`config.mk`:
```
export PLATFORM = sky130hd
export DESIGN_NAME = router_top
export DESIGN_NICKNAME = d
export VERILOG_FILES = /design/src/source/router_pkg.sv /design/src/source/csr_pkg.sv /design/src/source/pkt_buffer.sv /design/src/source/route_lookup.sv /design/src/source/egress_steer.sv /design/src/source/router_csr.sv /design/src/source/router_top.sv
export SDC_FILE = /design/constraint.sdc
export NUM_CORES = 1
export LEC_CHECK = 0
export BUFFER_PORTS_ARGS = -buffer_cell sky130_fd_sc_hd__buf_4
export CAP_MARGIN = 10
export CORE_ASPECT_RATIO = 1.2
export CORE_MARGIN = 2
export CORE_UTILIZATION = 40
export CTS_CLUSTER_SIZE = 16
export DETAILED_ROUTE_END_ITERATION = 16
export GPL_ROUTABILITY_DRIVEN = 0
export HOLD_SLACK_MARGIN = 0.03
export PLACE_DENSITY = 0.56
export SLEW_MARGIN = 20
export SYNTH_ARGS = -nofsm -noshare
export SYNTH_HDL_FRONTEND = slang
export SYNTH_SLANG_ARGS = --single-unit
export TNS_END_PERCENT = 100
```
`constraint.sdc`:
```
create_clock -name clk -period 4.28 [get_ports clk]
set_input_delay 0.642 -clock clk [delete_from_list [all_inputs] [get_ports clk]]
set_output_delay 0.642 -clock clk [all_outputs]
set_load 0.01 [all_outputs]
```
`src/source/router_pkg.sv`:
```
/* Stream, beat and route types for the single-ingress router.
   Destination id is taken from bits 3:0 of the first beat of each packet. */
package router_pkg;

    ////////////////////////////////////////////////////////////////////////////
    // Sizes

    localparam int NUM_EGR_PORTS    = 4;
    localparam int BUF_DEPTH        = 32;
    localparam int ROUTE_FIFO_DEPTH = 4;
    localparam int TABLE_ENTRIES    = 16;

    localparam int BUF_PTR_W = $clog2(BUF_DEPTH);
    localparam int RQ_PTR_W  = $clog2(ROUTE_FIFO_DEPTH);

    ////////////////////////////////////////////////////////////////////////////
    // Field types

    typedef logic [31:0] word_t;
    typedef logic [3:0]  dest_id_t;
    typedef logic [1:0]  egr_port_t;

    // Beat buffer indexing
    typedef logic [BUF_PTR_W-1:0] buf_ptr_t;
    // Extra bit so a full buffer can be counted
    typedef logic [BUF_PTR_W:0]   buf_count_t;

    // Route result FIFO indexing
    typedef logic [RQ_PTR_W-1:0] rq_ptr_t;
    typedef logic [RQ_PTR_W:0]   rq_count_t;

    ////////////////////////////////////////////////////////////////////////////
    // Structs

    // Unit of transfer on ingress, buffer and egress
    typedef struct packed {
        word_t data;
        logic  last;
    } beat_t;

    // Lookup outcome for one packet
    typedef struct packed {
        logic      hit;
        egr_port_t port;
    } route_t;

endpackage

```
`src/source/csr_pkg.sv`:
```
/* Register map. Table entries hold valid in bit 2 and the port in bits 1:0.
   Both packet counters are read only and wrap at 2^32. */
package csr_pkg;

    typedef logic [7:0]  reg_addr_t;
    typedef logic [31:0] reg_data_t;

    ////////////////////////////////////////////////////////////////////////////
    // Addresses

    // Table entries 0 to 15 follow the base
    localparam reg_addr_t ADDR_TABLE_BASE = 8'h00;
    localparam reg_addr_t ADDR_FWD_COUNT  = 8'h20;
    localparam reg_addr_t ADDR_DROP_COUNT = 8'h21;

    // Fields of a table entry
    localparam int ENTRY_VALID_BIT = 2;
    localparam int ENTRY_PORT_LSB  = 0;

    ////////////////////////////////////////////////////////////////////////////
    // Table update toward the lookup stage

    // Strobe is high for one cycle per register write
    typedef struct packed {
        logic                 strobe;
        router_pkg::dest_id_t index;
        router_pkg::route_t   entry;
    } table_wr_t;

endpackage

```
`src/source/pkt_buffer.sv`:
```
/* Circular beat FIFO whose head is readable the cycle after a write.
   Ingress also stalls while the lookup stage has no room for a new route. */
`timescale 1ns/1ps

module pkt_buffer (
    input  logic              clk,
    input  logic              arst_n,
    input  router_pkg::beat_t in_beat,
    input  logic              in_valid,
    output logic              in_ready,
    input  logic              lookup_space,
    output logic              beat_accept,
    output router_pkg::beat_t accepted_beat,
    output router_pkg::beat_t buf_beat,
    output logic              buf_valid,
    input  logic              buf_pop
);

    router_pkg::beat_t      mem [router_pkg::BUF_DEPTH];
    router_pkg::buf_ptr_t   wr_ptr;
    router_pkg::buf_ptr_t   rd_ptr;
    router_pkg::buf_count_t count;
    logic                   running;
    logic                   full;
    logic                   do_pop;

    assign full = (count == router_pkg::buf_count_t'(router_pkg::BUF_DEPTH));

    // Held low until the first cycle after reset release
    assign in_ready = running && !full && lookup_space;

    assign beat_accept   = in_valid && in_ready;
    assign accepted_beat = in_beat;

    assign buf_valid = (count != '0);
    assign buf_beat  = mem[rd_ptr];
    assign do_pop    = buf_pop && buf_valid;

    always_ff @(posedge clk or negedge arst_n) begin
        if (!arst_n) begin
            running <= 1'b0;
            wr_ptr  <= '0;
            rd_ptr  <= '0;
            count   <= '0;
        end else begin
            running <= 1'b1;
            if (beat_accept) begin
                wr_ptr <= wr_ptr + 1'b1;
            end
            if (do_pop) begin
                rd_ptr <= rd_ptr + 1'b1;
            end
            // Simultaneous push and pop leave the count alone
            case ({beat_accept, do_pop})
                2'b10:   count <= count + 1'b1;
                2'b01:   count <= count - 1'b1;
                default: count <= count;
            endcase
        end
    end

    always_ff @(posedge clk) begin
        if (beat_accept) begin
            mem[wr_ptr] <= in_beat;
        end
    end

endmodule

```
`src/source/route_lookup.sv`:
```
/* Looks up the destination of each packet once, on its first beat.
   Route results queue in a FIFO of ROUTE_FIFO_DEPTH entries, in packet order. */
`timescale 1ns/1ps

module route_lookup (
    input  logic               clk,
    input  logic               arst_n,
    input  logic               beat_accept,
    input  router_pkg::beat_t  accepted_beat,
    input  csr_pkg::table_wr_t table_wr,
    output logic               lookup_space,
    output router_pkg::route_t route_out,
    output logic               route_valid,
    input  logic               route_pop
);

    router_pkg::route_t    route_table [router_pkg::TABLE_ENTRIES];
    router_pkg::dest_id_t  dest_id;
    logic                  first_beat;
    logic                  push_pending;
    router_pkg::route_t    push_route;

    router_pkg::route_t    rq_mem [router_pkg::ROUTE_FIFO_DEPTH];
    router_pkg::rq_ptr_t   rq_wr_ptr;
    router_pkg::rq_ptr_t   rq_rd_ptr;
    router_pkg::rq_count_t rq_count;
    logic                  rq_pop;

    assign dest_id = accepted_beat.data[$bits(router_pkg::dest_id_t)-1:0];

    ////////////////////////////////////////////////////////////////////////////
    // Route table

    // All entries start invalid
    always_ff @(posedge clk or negedge arst_n) begin
        if (!arst_n) begin
            for (int i = 0; i < router_pkg::TABLE_ENTRIES; i++) begin
                route_table[i] <= '0;
            end
        end else if (table_wr.strobe) begin
            route_table[table_wr.index] <= table_wr.entry;
        end
    end

    ////////////////////////////////////////////////////////////////////////////
    // First beat detection and lookup

    always_ff @(posedge clk or negedge arst_n) begin
        if (!arst_n) begin
            first_beat   <= 1'b1;
            push_pending <= 1'b0;
            push_route   <= '0;
        end else begin
            push_pending <= beat_accept && first_beat;
            if (beat_accept) begin
                // Beat after a last starts the next packet
                first_beat <= accepted_beat.last;
                if (first_beat) begin
                    push_route <= route_table[dest_id];
                end
            end
        end
    end

    ////////////////////////////////////////////////////////////////////////////
    // Route result FIFO

    assign route_valid = (rq_count != '0);
    assign route_out   = rq_mem[rq_rd_ptr];
    assign rq_pop      = route_pop && route_valid;

    // One slot kept for a lookup still on its way in
    assign lookup_space =
        (rq_count < router_pkg::rq_count_t'(router_pkg::ROUTE_FIFO_DEPTH - 1));

    always_ff @(posedge clk or negedge arst_n) begin
        if (!arst_n) begin
            rq_wr_ptr <= '0;
            rq_rd_ptr <= '0;
            rq_count  <= '0;
        end else begin
            if (push_pending) begin
                rq_wr_ptr <= rq_wr_ptr + 1'b1;
            end
            if (rq_pop) begin
                rq_rd_ptr <= rq_rd_ptr + 1'b1;
            end
            case ({push_pending, rq_pop})
                2'b10:   rq_count <= rq_count + 1'b1;
                2'b01:   rq_count <= rq_count - 1'b1;
                default: rq_count <= rq_count;
            endcase
        end
    end

    always_ff @(posedge clk) begin
        if (push_pending) begin
            rq_mem[rq_wr_ptr] <= push_route;
        end
    end

endmodule

```
`src/source/egress_steer.sv`:
```
/* Pairs the head route with the head packet in the beat buffer.
   A hit is sent to one egress port, a miss is drained without any egr_valid. */
`timescale 1ns/1ps

module egress_steer (
    input  logic                                              clk,
    input  logic                                              arst_n,
    input  router_pkg::route_t                                route_out,
    input  logic                                              route_valid,
    output logic                                              route_pop,
    input  router_pkg::beat_t                                 buf_beat,
    input  logic                                              buf_valid,
    output logic                                              buf_pop,
    output router_pkg::beat_t [router_pkg::NUM_EGR_PORTS-1:0] egr_beat,
    output logic [router_pkg::NUM_EGR_PORTS-1:0]              egr_valid,
    input  logic [router_pkg::NUM_EGR_PORTS-1:0]              egr_ready,
    output logic                                              pkt_forwarded,
    output logic                                              pkt_dropped
);

    typedef enum logic [1:0] {
        IDLE,
        FORWARD,
        DISCARD
    } state_t;

    state_t                state;
    state_t                state_next;
    router_pkg::egr_port_t port_q;
    logic                  pkt_start;
    logic                  pkt_end;

    assign pkt_start = (state == IDLE) && route_valid && buf_valid;

    // Last beat leaves the buffer this cycle
    assign pkt_end = buf_pop && buf_beat.last;

    assign route_pop     = pkt_end;
    assign pkt_forwarded = pkt_end && (state == FORWARD);
    assign pkt_dropped   = pkt_end && (state == DISCARD);

    always_comb begin
        state_next = state;
        buf_pop    = 1'b0;
        egr_valid  = '0;
        egr_beat   = '0;
        case (state)
            IDLE: begin
                if (pkt_start) begin
                    state_next = route_out.hit ? FORWARD : DISCARD;
                end
            end
            FORWARD: begin
                egr_valid[port_q] = buf_valid;
                egr_beat[port_q]  = buf_beat;
                buf_pop           = buf_valid && egr_ready[port_q];
                if (buf_pop && buf_beat.last) begin
                    state_next = IDLE;
                end
            end
            DISCARD: begin
                // One beat per cycle, nothing shown on egress
                buf_pop = buf_valid;
                if (buf_pop && buf_beat.last) begin
                    state_next = IDLE;
                end
            end
            default: state_next = IDLE;
        endcase
    end

    always_ff @(posedge clk or negedge arst_n) begin
        if (!arst_n) begin
            state  <= IDLE;
            port_q <= '0;
        end else begin
            state <= state_next;
            // Port is held for the whole packet
            if (pkt_start) begin
                port_q <= route_out.port;
            end
        end
    end

endmodule

```
`src/source/router_csr.sv`:
```
/* Plain strobe register port with read data on the cycle after reg_rd.
   Table entries read back from a local copy and the counters are read only. */
`timescale 1ns/1ps

module router_csr (
    input  logic               clk,
    input  logic               arst_n,
    input  logic               reg_wr,
    input  logic               reg_rd,
    input  csr_pkg::reg_addr_t reg_addr,
    input  csr_pkg::reg_data_t reg_wdata,
    output csr_pkg::reg_data_t reg_rdata,
    output csr_pkg::table_wr_t table_wr,
    input  logic               pkt_forwarded,
    input  logic               pkt_dropped
);

    localparam int PORT_W = $bits(router_pkg::egr_port_t);

    router_pkg::route_t   shadow [router_pkg::TABLE_ENTRIES];
    csr_pkg::reg_addr_t   table_offset;
    router_pkg::dest_id_t entry_idx;
    logic                 in_table;
    csr_pkg::reg_data_t   fwd_count;
    csr_pkg::reg_data_t   drop_count;
    csr_pkg::reg_data_t   rd_mux;

    assign table_offset = reg_addr - csr_pkg::ADDR_TABLE_BASE;
    assign in_table     = (table_offset < csr_pkg::reg_addr_t'(router_pkg::TABLE_ENTRIES));
    assign entry_idx    = router_pkg::dest_id_t'(table_offset);

    // Table update strobe on the same edge as the register write
    always_comb begin
        table_wr.strobe     = reg_wr && in_table;
        table_wr.index      = entry_idx;
        table_wr.entry.hit  = reg_wdata[csr_pkg::ENTRY_VALID_BIT];
        table_wr.entry.port = reg_wdata[csr_pkg::ENTRY_PORT_LSB +: PORT_W];
    end

    ////////////////////////////////////////////////////////////////////////////
    // Read mux

    always_comb begin
        rd_mux = '0;
        if (in_table) begin
            rd_mux[csr_pkg::ENTRY_VALID_BIT]          = shadow[entry_idx].hit;
            rd_mux[csr_pkg::ENTRY_PORT_LSB +: PORT_W] = shadow[entry_idx].port;
        end else if (reg_addr == csr_pkg::ADDR_FWD_COUNT) begin
            rd_mux = fwd_count;
        end else if (reg_addr == csr_pkg::ADDR_DROP_COUNT) begin
            rd_mux = drop_count;
        end
    end

    ////////////////////////////////////////////////////////////////////////////
    // Registers and counters

    always_ff @(posedge clk or negedge arst_n) begin
        if (!arst_n) begin
            for (int i = 0; i < router_pkg::TABLE_ENTRIES; i++) begin
                shadow[i] <= '0;
            end
            fwd_count  <= '0;
            drop_count <= '0;
            reg_rdata  <= '0;
        end else begin
            if (table_wr.strobe) begin
                shadow[entry_idx] <= table_wr.entry;
            end
            // Counters wrap at 2^32
            if (pkt_forwarded) begin
                fwd_count <= fwd_count + 1'b1;
            end
            if (pkt_dropped) begin
                drop_count <= drop_count + 1'b1;
            end
            if (reg_rd) begin
                reg_rdata <= rd_mux;
            end
        end
    end

endmodule

```
`src/source/router_top.sv`:
```
/* Single-clock packet router with one ingress stream and four egress ports.
   Packets without a valid table entry are dropped and counted. */
`timescale 1ns/1ps

module router_top (
    input  logic                                              clk,
    input  logic                                              arst_n,
    input  router_pkg::beat_t                                 in_beat,
    input  logic                                              in_valid,
    output logic                                              in_ready,
    output router_pkg::beat_t [router_pkg::NUM_EGR_PORTS-1:0] egr_beat,
    output logic [router_pkg::NUM_EGR_PORTS-1:0]              egr_valid,
    input  logic [router_pkg::NUM_EGR_PORTS-1:0]              egr_ready,
    input  logic                                              reg_wr,
    input  logic                                              reg_rd,
    input  csr_pkg::reg_addr_t                                reg_addr,
    input  csr_pkg::reg_data_t                                reg_wdata,
    output csr_pkg::reg_data_t                                reg_rdata
);

    logic               beat_accept;
    router_pkg::beat_t  accepted_beat;
    logic               lookup_space;
    router_pkg::beat_t  buf_beat;
    logic               buf_valid;
    logic               buf_pop;
    router_pkg::route_t route_out;
    logic               route_valid;
    logic               route_pop;
    csr_pkg::table_wr_t table_wr;
    logic               pkt_forwarded;
    logic               pkt_dropped;

    ////////////////////////////////////////////////////////////////////////////
    // Ingress and beat storage

    pkt_buffer i_pkt_buffer (
        .clk           ( clk           ),
        .arst_n        ( arst_n        ),
        .in_beat       ( in_beat       ),
        .in_valid      ( in_valid      ),
        .in_ready      ( in_ready      ),
        .lookup_space  ( lookup_space  ),
        .beat_accept   ( beat_accept   ),
        .accepted_beat ( accepted_beat ),
        .buf_beat      ( buf_beat      ),
        .buf_valid     ( buf_valid     ),
        .buf_pop       ( buf_pop       )
    );

    ////////////////////////////////////////////////////////////////////////////
    // Match stage

    route_lookup i_route_lookup (
        .clk           ( clk           ),
        .arst_n        ( arst_n        ),
        .beat_accept   ( beat_accept   ),
        .accepted_beat ( accepted_beat ),
        .table_wr      ( table_wr      ),
        .lookup_space  ( lookup_space  ),
        .route_out     ( route_out     ),
        .route_valid   ( route_valid   ),
        .route_pop     ( route_pop     )
    );

    ////////////////////////////////////////////////////////////////////////////
    // Egress

    egress_steer i_egress_steer (
        .clk           ( clk           ),
        .arst_n        ( arst_n        ),
        .route_out     ( route_out     ),
        .route_valid   ( route_valid   ),
        .route_pop     ( route_pop     ),
        .buf_beat      ( buf_beat      ),
        .buf_valid     ( buf_valid     ),
        .buf_pop       ( buf_pop       ),
        .egr_beat      ( egr_beat      ),
        .egr_valid     ( egr_valid     ),
        .egr_ready     ( egr_ready     ),
        .pkt_forwarded ( pkt_forwarded ),
        .pkt_dropped   ( pkt_dropped   )
    );

    ////////////////////////////////////////////////////////////////////////////
    // Registers

    router_csr i_router_csr (
        .clk           ( clk           ),
        .arst_n        ( arst_n        ),
        .reg_wr        ( reg_wr        ),
        .reg_rd        ( reg_rd        ),
        .reg_addr      ( reg_addr      ),
        .reg_wdata     ( reg_wdata     ),
        .reg_rdata     ( reg_rdata     ),
        .table_wr      ( table_wr      ),
        .pkt_forwarded ( pkt_forwarded ),
        .pkt_dropped   ( pkt_dropped   )
    );

endmodule

```
==> flow_summary.ini, run 1 <==
[floorplan]
die_h_um = 394
dieArea_um2 = 130000
dieWidth_um = 329
io_pins = 251
initial_core_util_pct = 40.2
core_um2 = 126000
rows = 143

[critical_path]
crit_fanout = 31
start_kind = flip-flop
criticalPathCategory = flip-flop to output pin
cp.arrival_ns = 3.49
worst_setup_path_end_kind = output pin
cp.required_ns = 3.64

[timing]
finalSetupViolCount = 0
worstMarginPinSlew_ns = 0.954
final_max_slew_viol_count = 0
slew_headroom_pct = 35.9
max_freq_ghz = 0.242
rsz0062_at_grt = true
post-route-period-util_pct = 96.7
clock-skew-final_ns = 0.0218
hold_viol_final = 0
finalCriticalPeriod_ns = 4.14

[synthesis]
synth-xor-area-share_pct = 1.38
syn_area_per_cell_um2 = 20.0
yosysMostFrequentCell = edfxtp_1
yosys_warnings = 0
synth_simple_gate_area_share_pct = 4.06
synthesis.nets = 2636
ys_seq_area_share_pct = 72.0
synth_cell_types = 62
synth_top_area_share_pct = 63.2
yosys.area.top_type = edfxtp_1
muxShareOfSynthArea_pct = 19.3
syn_area_um2 = 50700
syn_inst = 2532
synthTopCellsByCount = 1068 x edfxtp_1, 358 x mux4_2, 208 x nor2_1, 176 x dfrtp_1, 80 x mux2_2
synth-seq-cells = 1245
synth_area_leaders = edfxtp_1 63%, mux4_2 16%, dfrtp_1 8.7%, mux2_2 1.8%, nor2_1 1.5%
synth_compound_area_share_pct = 0.930
synth_top_family_by_area = multiplexers
synth-edff-count = 1068
async_flop_share_pct = 14.2
synthFlopType = edfxtp_1
synth_fa_ha_area_share_pct = 0.572

[routing]
viasPerCell = 5.52
drc = 0
drt.antenna.violating_nets = 0
drt_iter0_markers = 2146
drtPass1Iterations = 5
routed_wl_mm = 126
detail_route.wl_per_cell_um = 27.4
vias = 25400

[pwr]
clkPwrFrac_pct = 31.3
power_frac_seq_pct = 40.1
p_int_w = 0.0246
power_per_cell_area_nw_per_um2 = 585
power.leakage_nw = 20.2
p_sw_w = 0.0101
power.share.combinational_pct = 28.6
peakVddDrop_uv = 350
power_switching_share_pct = 29.0

[cts]
clockBufferDepth = 3
cts_root_buf = clkbuf_16
clock_sinks = 1245
clk_pin_slew_ns = 0.06
ctsHtreeMaxLevel = 3
numCtsBuffers = 120
clk_latency_ns = 0.74
cts_tree = built

[place]
dpl.hpwl_mm = 73.3
post_dp_cell_area_um2 = 55200
dp_cells = 4377
io_buffer_count = 221

[cells_and_area]
nets = 2939
final.fill_count = 10400
area.growth.synth_to_final_pct = 17.1
fin_area_um2 = 59400
stdcell_count = 4610
seqCellArea_um2 = 36500
layout-drive-gt1-share_pct = 35.1
multi_input_area_um2 = 13600

[grt]
grt_usage_pct = 19.6
grt_pass1_vias = 26800
grt_pass1_wl_mm = 185
antenna_found_initial = 5
globalRoute.totalOverflow = 0
grt_max_degree = 102

[flow_run]
cap_violations = 0

[min_path]
hold_path_class = input pin to flip-flop

[status]
outcome = completed
## worst paths after layout
path / startpoint / end / slack [ns] / cells after the start
worst max-delay path: i_pkt_buffer.rd_ptr[0]$_DFFE_PN0P_ / egr_beat[98] / 0.14 / 7
worst min-delay path: in_beat[0] / i_route_lookup.first_beat$_DFFE_PN1P_ / 0.28 / 3
worst max register to register: i_pkt_buffer.count[1]$_DFFE_PN0P_ / i_pkt_buffer.count[5]$_DFFE_PN0P_ / 0.91 / 12
worst min register to register: i_route_lookup.first_beat$_DFFE_PN1P_ / i_route_lookup.first_beat$_DFFE_PN1P_ / 0.47 / 2
max in group asynchronous: arst_n / i_route_lookup.route_table[25]$_DFFE_PN0P_ / 2.73 / 3
min in group asynchronous: arst_n / i_router_csr.reg_rdata[13]$_DFFE_PN0P_ / 0.61 / 2
## per-stage QoR
stage	worst slack, ns	power, W	TNS [ns]	hold slack (ns)	utilization [%]
final	0.143	0.0347	0	0.283	47.1
after detailed placement	0.826	0.0242	0	0.460	43.8
after global routing	-0.0125	0.0362	-0.0434	0.258	47.1
after CTS	0.0141	0.0351	0	0.214	47.0
after floorplan	0.762	0.0210	0	0.346	-
after global placement	0.833	0.0239	0	0.459	43.7
## worst max-delay path, stage by stage, from the launching register on
cell and delay, ns:
dfrtp_4 0.53, buf_12 0.30, buf_12 0.25, mux4_2 0.53
mux4_2 0.50, mux2i_4 0.32, nor2_1 0.09, buf_4 0.17
## cells in the final DEF, fill, tap and decap left out, types with 6 or more instances in the layout
cell,netlist,routed
edfxtp_1,1068,1068
mux4_2,358,358
buf_4,1,276
nor2_1,208,176
dfrtp_1,176,171
clkbuf_16,0,124
mux2_2,80,80
nand2_1,79,79
inv_1,57,57
xnor2_1,54,54
clkinv_2,0,33
nor2_4,0,32
nand4_1,32,32
buf_12,0,32
mux2i_4,30,31
o22ai_1,29,29
xor2_1,26,26
nand3_1,23,22
ha_1,20,20
clkinv_1,0,18
clkbuf_1,73,18
and3_1,17,17
nor3_1,16,16
o21ai_0,16,16
bufinv_16,0,15
mux2i_1,12,12
a21oi_1,9,9
and2_1,9,9
and4_1,8,8
nand3b_1,6,6
## power by group through the flow
stage	clock network, W	registers (W)	logic [W]
floorplan	0	0.0138	0.00718
global placement	0	0.0142	0.00976
detailed placement	0	0.0142	0.00995
CTS	0.0111	0.0139	0.00998
global route	0.0116	0.0140	0.0106
finish	0.0109	0.0139	0.00992
## kinds of logic (layout without fill, tap and decap cells)
| kind of cell | after synthesis | count (layout) |
|---|---|---|
| buf+inv | 192 | 601 |
| fa+ha+maj | 22 | 22 |
| compound gates | 73 | 73 |
| simple gates | 436 | 436 |
| other cells | 1 | 3 |
| flops | 1245 | 1245 |
| mux | 483 | 483 |
| xor+xnor | 80 | 80 |
## sequential cells by signal (all words and copies together), names as in the netlist, 3 cells and up
| signal | count |
|---|---|
| i_pkt_buffer.count | 6 |
| i_route_lookup.route_table | 44 |
| i_router_csr.reg_rdata | 32 |
| i_router_csr.fwd_count | 32 |
| i_pkt_buffer.wr_ptr | 5 |
| i_router_csr.drop_count | 32 |
| i_router_csr.shadow | 4 |
| i_pkt_buffer.mem | 1056 |
| i_pkt_buffer.rd_ptr | 5 |
| i_route_lookup.rq_count | 3 |
| i_route_lookup.rq_mem | 12 |
| i_route_lookup.push_route | 3 |
## timing repair
action	CTS	global route
buffers inserted	0	1
resized for setup	0	5
hold buffers	1	0
setup endpoints to repair	0	51
endpoints found under the hold margin	13	0
## layer usage
metal	vias to the layer above	wire length, um	global-route usage (%)
met5	-	8	0
met4	2	3860	6.53
met3	196	5730	2.83
met2	683	66400	34.4
met1	13700	50200	24.9
li1	10800	-	-
## layout make-up
| cell class | instances | share of cell area [%] |
|---|---|---|
| Antenna cell | 2 | 0.00843 |
| Clock buffer | 148 | 5.44 |
| Tap cell | 1667 | 3.51 |
| Clock inverter | 80 | 1.41 |
| Inverter | 57 | 0.360 |
| Timing Repair Buffer | 316 | 4.85 |
| Multi-Input combinational cell | 1095 | 22.9 |
| Sequential cell | 1245 | 61.5 |
(Power assumes the default switching activity.)
==> run 2: changes to the inputs <==
--- a/config.mk
+++ b/config.mk
@@ -7,6 +7,8 @@
 export LEC_CHECK = 0
 export BUFFER_PORTS_ARGS = -buffer_cell sky130_fd_sc_hd__buf_4
 export CAP_MARGIN = 10
+export CELL_PAD_IN_SITES_DETAIL_PLACEMENT = 1
+export CELL_PAD_IN_SITES_GLOBAL_PLACEMENT = 1
 export CORE_ASPECT_RATIO = 1.2
 export CORE_MARGIN = 2
 export CORE_UTILIZATION = 40
@@ -14,7 +16,8 @@
 export DETAILED_ROUTE_END_ITERATION = 16
 export GPL_ROUTABILITY_DRIVEN = 0
 export HOLD_SLACK_MARGIN = 0.03
-export PLACE_DENSITY = 0.56
+export PLACE_DENSITY = 0.62
+export RECOVER_POWER = 100
 export SLEW_MARGIN = 20
 export SYNTH_ARGS = -nofsm -noshare
 export SYNTH_HDL_FRONTEND = slang
==> flow_summary.ini, run 2 (synthesis gave the netlist of run 1 again) <==
[status]
outcome = finished, violations left
violations = capacitance limit, slew limit

[cells_and_area]
top_register = i_pkt_buffer.mem
final_common_cell = edfxtp_1
fin_area_um2 = 58700
top_regs = i_pkt_buffer.mem: 1056 flops, i_route_lookup.route_table: 44 flops
nets = 2955
area.growth.synth_to_final_pct = 15.7
layout_common_cells = 1068 x edfxtp_1, 358 x mux4_2, 198 x clkbuf_1
largest_reg_flops = 1056
layout-drive-gt1-share_pct = 28.2

[critical_path]
rr_startpoint = i_pkt_buffer.count[0]$_DFFE_PN0P_
critical_path.most_common_cell = mux4_2
cp.arrival_ns = 3.46
worst_setup_path_end_kind = output pin
r2r_end = i_pkt_buffer.mem[26][19]$_DFFE_PP_
slowest_stage = mux4_2
crit_fanout = 34
rr_worst_depth = 7
cp-startpoint = i_pkt_buffer.rd_ptr[0]$_DFFE_PN0P_
start_kind = flip-flop
worstPathCellList = buf_12 -> buf_16 -> mux4_2 -> mux4_2 -> mux2i_2 -> nor2_1 -> buf_4
rrSetupSlack_ns = 0.25
slowest_delay_ns = 0.57
criticalPathCategory = flip-flop to output pin
cp.required_ns = 3.64

[timing]
hold_viol_final = 0
post-route-period-util_pct = 95.9
whs_ns = 0.284
clock-skew-final_ns = 0.0249
max_freq_ghz = 0.244
worstMarginPinSlew_ns = 2.54
setup_ws_ns = 0.175
rsz0062_at_grt = false
slew_headroom_pct = -69.0
setup_tns_ns = 0
finalCriticalPeriod_ns = 4.11
finalSetupViolCount = 0
final_max_slew_viol_count = 255

[routing]
viasPerCell = 5.59
drt_iter0_markers = 2075
drt.antenna.violating_nets = 0
vias = 25900
routed_wl_mm = 134
drtPass1Iterations = 5
detail_route.wl_per_cell_um = 29.0
drc = 0

[grt]
grt_pass1_vias = 28100
grt_usage_pct = 21.0
antenna_found_initial = 6
globalRoute.totalOverflow = 0
grt_pass1_wl_mm = 197
grt_max_degree = 93

[cts]
cts_tree = built
clock_sinks = 1245
clockBufferDepth = 3
cts_root_buf = clkbuf_16
numCtsBuffers = 132
clk_latency_ns = 0.76
ctsHtreeMaxLevel = 4
clk_pin_slew_ns = 0.06

[floorplan]
io_pins = 251
initial_core_util_pct = 40.2
dieArea_um2 = 130000
core_um2 = 126000
dieWidth_um = 329
rows = 143
die_h_um = 394

[pwr]
finalPower_w = 0.0353
power.leakage_nw = 19.6
power_per_cell_area_nw_per_um2 = 601
peakVddDrop_uv = 460

[min_path]
min_from = reg_wdata[0]
hold_path_class = input pin to flip-flop
min_to = i_route_lookup.route_table[36]$_DFFE_PN0P_
min_path_cells = 2

[place]
io_buffer_count = 221
dp_worst_setup_slack_ns = 0.433
dpl.hpwl_mm = 79.3
post_dp_cell_area_um2 = 55200

[flow_run]
cap_violations = 5
[run 2: timing repair]
action                                 CTS  global route
hold buffers                             1             0
setup endpoints to repair               21            75
pin swaps                                0             0
resized for setup                        3             0
endpoints found under the hold margin   89             0
gates cloned                             0             1
buffers inserted                         1             3
[run 2: how the worst max path moves through the flow]
| stage | endpoint | slack (ns) | cells after the start |
|---|---|---|---|
| global route | egr_beat[52] | 0.04 | 7 |
| finish | egr_beat[60] | 0.17 | 7 |
| CTS | egr_beat[130] | -0.01 | 7 |
| global placement | i_pkt_buffer.count[5]$_DFFE_PN0P_ | 0.41 | 12 |
| floorplan | i_pkt_buffer.mem[31][0]$_DFFE_PP_ | 0.76 | 7 |
| detailed placement | i_pkt_buffer.count[5]$_DFFE_PN0P_ | 0.43 | 12 |
[run 2: cell type report]
| type | instances | area [um^2] |
|---|---|---|
| well taps | 1667 | 2090 |
| fillers | 11700 | 67500 |
| clock inverters | 67 | 721 |
| clock buffers | 174 | 3690 |
| inverters | 57 | 214 |
| repair buffers | 320 | 2140 |
| flip-flops and latches | 1245 | 36500 |
| diodes | 2 | 5.00 |
| multi-input cells | 1095 | 13300 |
[run 2: metal layers]
layer  wire, um  track usage (%)  up-vias  part of all wire (%)
li1           -                -    10800                     -
met1      55100             27.6    14100                    41
met2      69200             35.7      729                    52
met3       6450             3.70      202                   4.8
met4       3250             5.88        6                   2.4
met5         34                0        -                 0.025
[run 2: critical path: cells and delay by family, from the launching register on]
family | cells | cell delay (ns)
buf+inv | 3 | 0.57
mux | 3 | 1.46
simple gates | 1 | 0.09
flops | 1 | 0.49
[run 2: report_power, final]
part           switching [W]  leakage, nW  internal [W]
registers           0.000421         12.0        0.0135
clock network        0.00478         2.16       0.00689
logic                0.00511         5.41       0.00460
total                 0.0103         19.6        0.0250
[run 2: stage by stage]
step,util [%],cells
2_1_floorplan,-,2532
3_3_place_gp,43.8,4378
3_5_place_dp,43.8,4378
4_1_cts,47.3,4621
5_1_grt,46.5,4626
6_report,46.5,4627
==> run 3: changes to the inputs <==
--- a/config.mk
+++ b/config.mk
@@ -16,7 +16,7 @@
 export DETAILED_ROUTE_END_ITERATION = 16
 export GPL_ROUTABILITY_DRIVEN = 0
 export HOLD_SLACK_MARGIN = 0.03
-export PLACE_DENSITY = 0.62
+export PLACE_DENSITY = 0.72
 export RECOVER_POWER = 100
 export SLEW_MARGIN = 20
 export SYNTH_ARGS = -nofsm -noshare
==> flow_summary.ini, run 3 (synthesis gave the netlist of run 1 again) <==
[timing]
finalSetupViolCount = 0
worstMarginPinSlew_ns = 2.91
rsz0062_at_grt = false
setup_tns_ns = 0
clock-skew-final_ns = 0.0249
max_freq_ghz = 0.240
hold_viol_final = 0
final_max_slew_viol_count = 273
finalCriticalPeriod_ns = 4.17
post-route-period-util_pct = 97.4
slew_headroom_pct = -94.0

[routing]
drtPass1Iterations = 5
drt_iter0_markers = 2278
routed_wl_mm = 131
drt.antenna.violating_nets = 0
viasPerCell = 5.64
detail_route.wl_per_cell_um = 28.5
drc = 0
vias = 26000

[floorplan]
dieArea_um2 = 130000
rows = 143
initial_core_util_pct = 40.2
dieWidth_um = 329
io_pins = 251
die_h_um = 394
core_um2 = 126000

[cells_and_area]
nets = 2941
stdcell_count = 4599
multi_input_area_um2 = 13400
diodes = 0
final_common_cell = edfxtp_1
layout-drive-gt1-share_pct = 28.6
area.growth.synth_to_final_pct = 14.5
fin_util_pct = 46.0
final.fill_count = 11800
largest_reg_flops = 1056
top_register = i_pkt_buffer.mem
top_regs = i_pkt_buffer.mem: 1056 flops, i_route_lookup.route_table: 44 flops
seqCellArea_um2 = 36500
layout_common_cells = 1068 x edfxtp_1, 358 x mux4_2, 184 x clkbuf_1

[grt]
grt_usage_pct = 20.4
grtUsageMet1_pct = 26.3
grt_pass1_vias = 28300
grt_max_degree = 111
antenna_found_initial = 7
use_met3_pct = 3.33
grt_pass1_wl_mm = 194
globalRoute.totalOverflow = 0
grt_busiest_layer = met2
met2_usage_pct = 35.4

[place]
dpl.hpwl_mm = 79.6
dp_cells = 4385
io_buffer_count = 221

[critical_path]
cp_top_family = multiplexers
worst_setup_path_end_kind = output pin
cp_num_buf_inv = 2
slowest_stage = dfrtp_4
worstPathCellList = buf_12 -> mux4_2 -> mux4_2 -> mux2i_4 -> nor2_1 -> clkbuf_2
crit_fanout = 70
rr_worst_depth = 7
cp.required_ns = 3.64
cp.arrival_ns = 3.53
criticalPathCategory = flip-flop to output pin
rrSetupSlack_ns = 0.24
critical_path.most_common_cell = mux4_2
slowest_delay_ns = 0.69
start_kind = flip-flop
rr_startpoint = i_pkt_buffer.count[0]$_DFFE_PN0P_
crit_cells = 6
r2r_end = i_pkt_buffer.mem[12][18]$_DFFE_PP_

[flow_run]
cap_violations = 5

[cts]
cts_hold_buf = 0
numCtsBuffers = 115
clk_latency_ns = 0.72
cts_root_buf = clkbuf_16
cts_tree = built
clock_sinks = 1245
ctsHtreeMaxLevel = 3
postCtsSetupBuffers = 2
clockBufferDepth = 3
cts-resized-gates = 0
clk_pin_slew_ns = 0.06

[min_path]
min_to = i_route_lookup.route_table[20]$_DFFE_PN0P_
min_path_cells = 2
hold_path_class = input pin to flip-flop
min_from = reg_wdata[2]

[status]
violations = capacitance limit, slew limit
outcome = finished, violations left

[pwr]
power.leakage_nw = 19.3
peakVddDrop_uv = 415
power_per_cell_area_nw_per_um2 = 590
[run 3: changes by cell type in the layout (fill, tap and decap cells not counted), sizes merged]
cell / previous run / this run
buf: 108 / 103
diode: 2 / 0
bufinv: 13 / 17
dlygate4sd3: 1 / 0
inv: 63 / 66
clkinv: 43 / 36
clkinvlp: 5 / 11
clkbuf: 385 / 359
[run 3: per-stage QoR]
step                      setup WS [ns]  power, W  hold slack, ns  instance area [um^2]
after floorplan                   0.762    0.0210           0.346                 50700
after global placement            0.750    0.0239           0.455                 55200
after detailed placement          0.693    0.0243           0.461                 55200
after CTS                        0.0103    0.0351          0.0743                 59200
after global routing            0.00575    0.0355           0.294                 58100
final                             0.111    0.0343           0.308                 58100
[run 3: routing by layer]
metal  wire length (um)  vias to the layer above
li1                   -                    10800
met1              51700                    14000
met2              68100                      965
met3               7830                      207
met4               3470                       10
met5                 73                        -
[run 3: worst max path at each step]
| stage | start | endpoint | slack (ns) |
|---|---|---|---|
| after floorplan | i_pkt_buffer.count[0]$_DFFE_PN0P_ | i_pkt_buffer.mem[31][0]$_DFFE_PP_ | 0.76 |
| after global placement | i_pkt_buffer.rd_ptr[0]$_DFFE_PN0P_ | egr_beat[65] | 0.75 |
| after detailed placement | i_pkt_buffer.rd_ptr[0]$_DFFE_PN0P_ | egr_beat[12] | 0.69 |
| after CTS | i_pkt_buffer.rd_ptr[1]$_DFFE_PN0P_ | egr_beat[122] | 0.01 |
| after global routing | i_pkt_buffer.rd_ptr[0]$_DFFE_PN0P_ | egr_beat[57] | 0.006 |
| final | i_pkt_buffer.rd_ptr[1]$_DFFE_PN0P_ | egr_beat[122] | 0.11 |
[run 3: where the power goes]
part,total (W),switching (W),internal [W],leakage (nW)
Sequential,0.0139,0.000466,0.0135,12.0
Combinational,0.00958,0.00506,0.00453,5.37
Clock,0.0108,0.00454,0.00623,1.91
Total,0.0343,0.0101,0.0242,19.3
[run 3: layout make-up]
cell class	instances	area share [%]
tap	1667	3.59
clock buffer	139	5.38
multi-input combinational	1095	23.0
clock inverter	73	1.44
timing repair buffer	323	3.35
sequential	1245	62.9
inverter	57	0.368
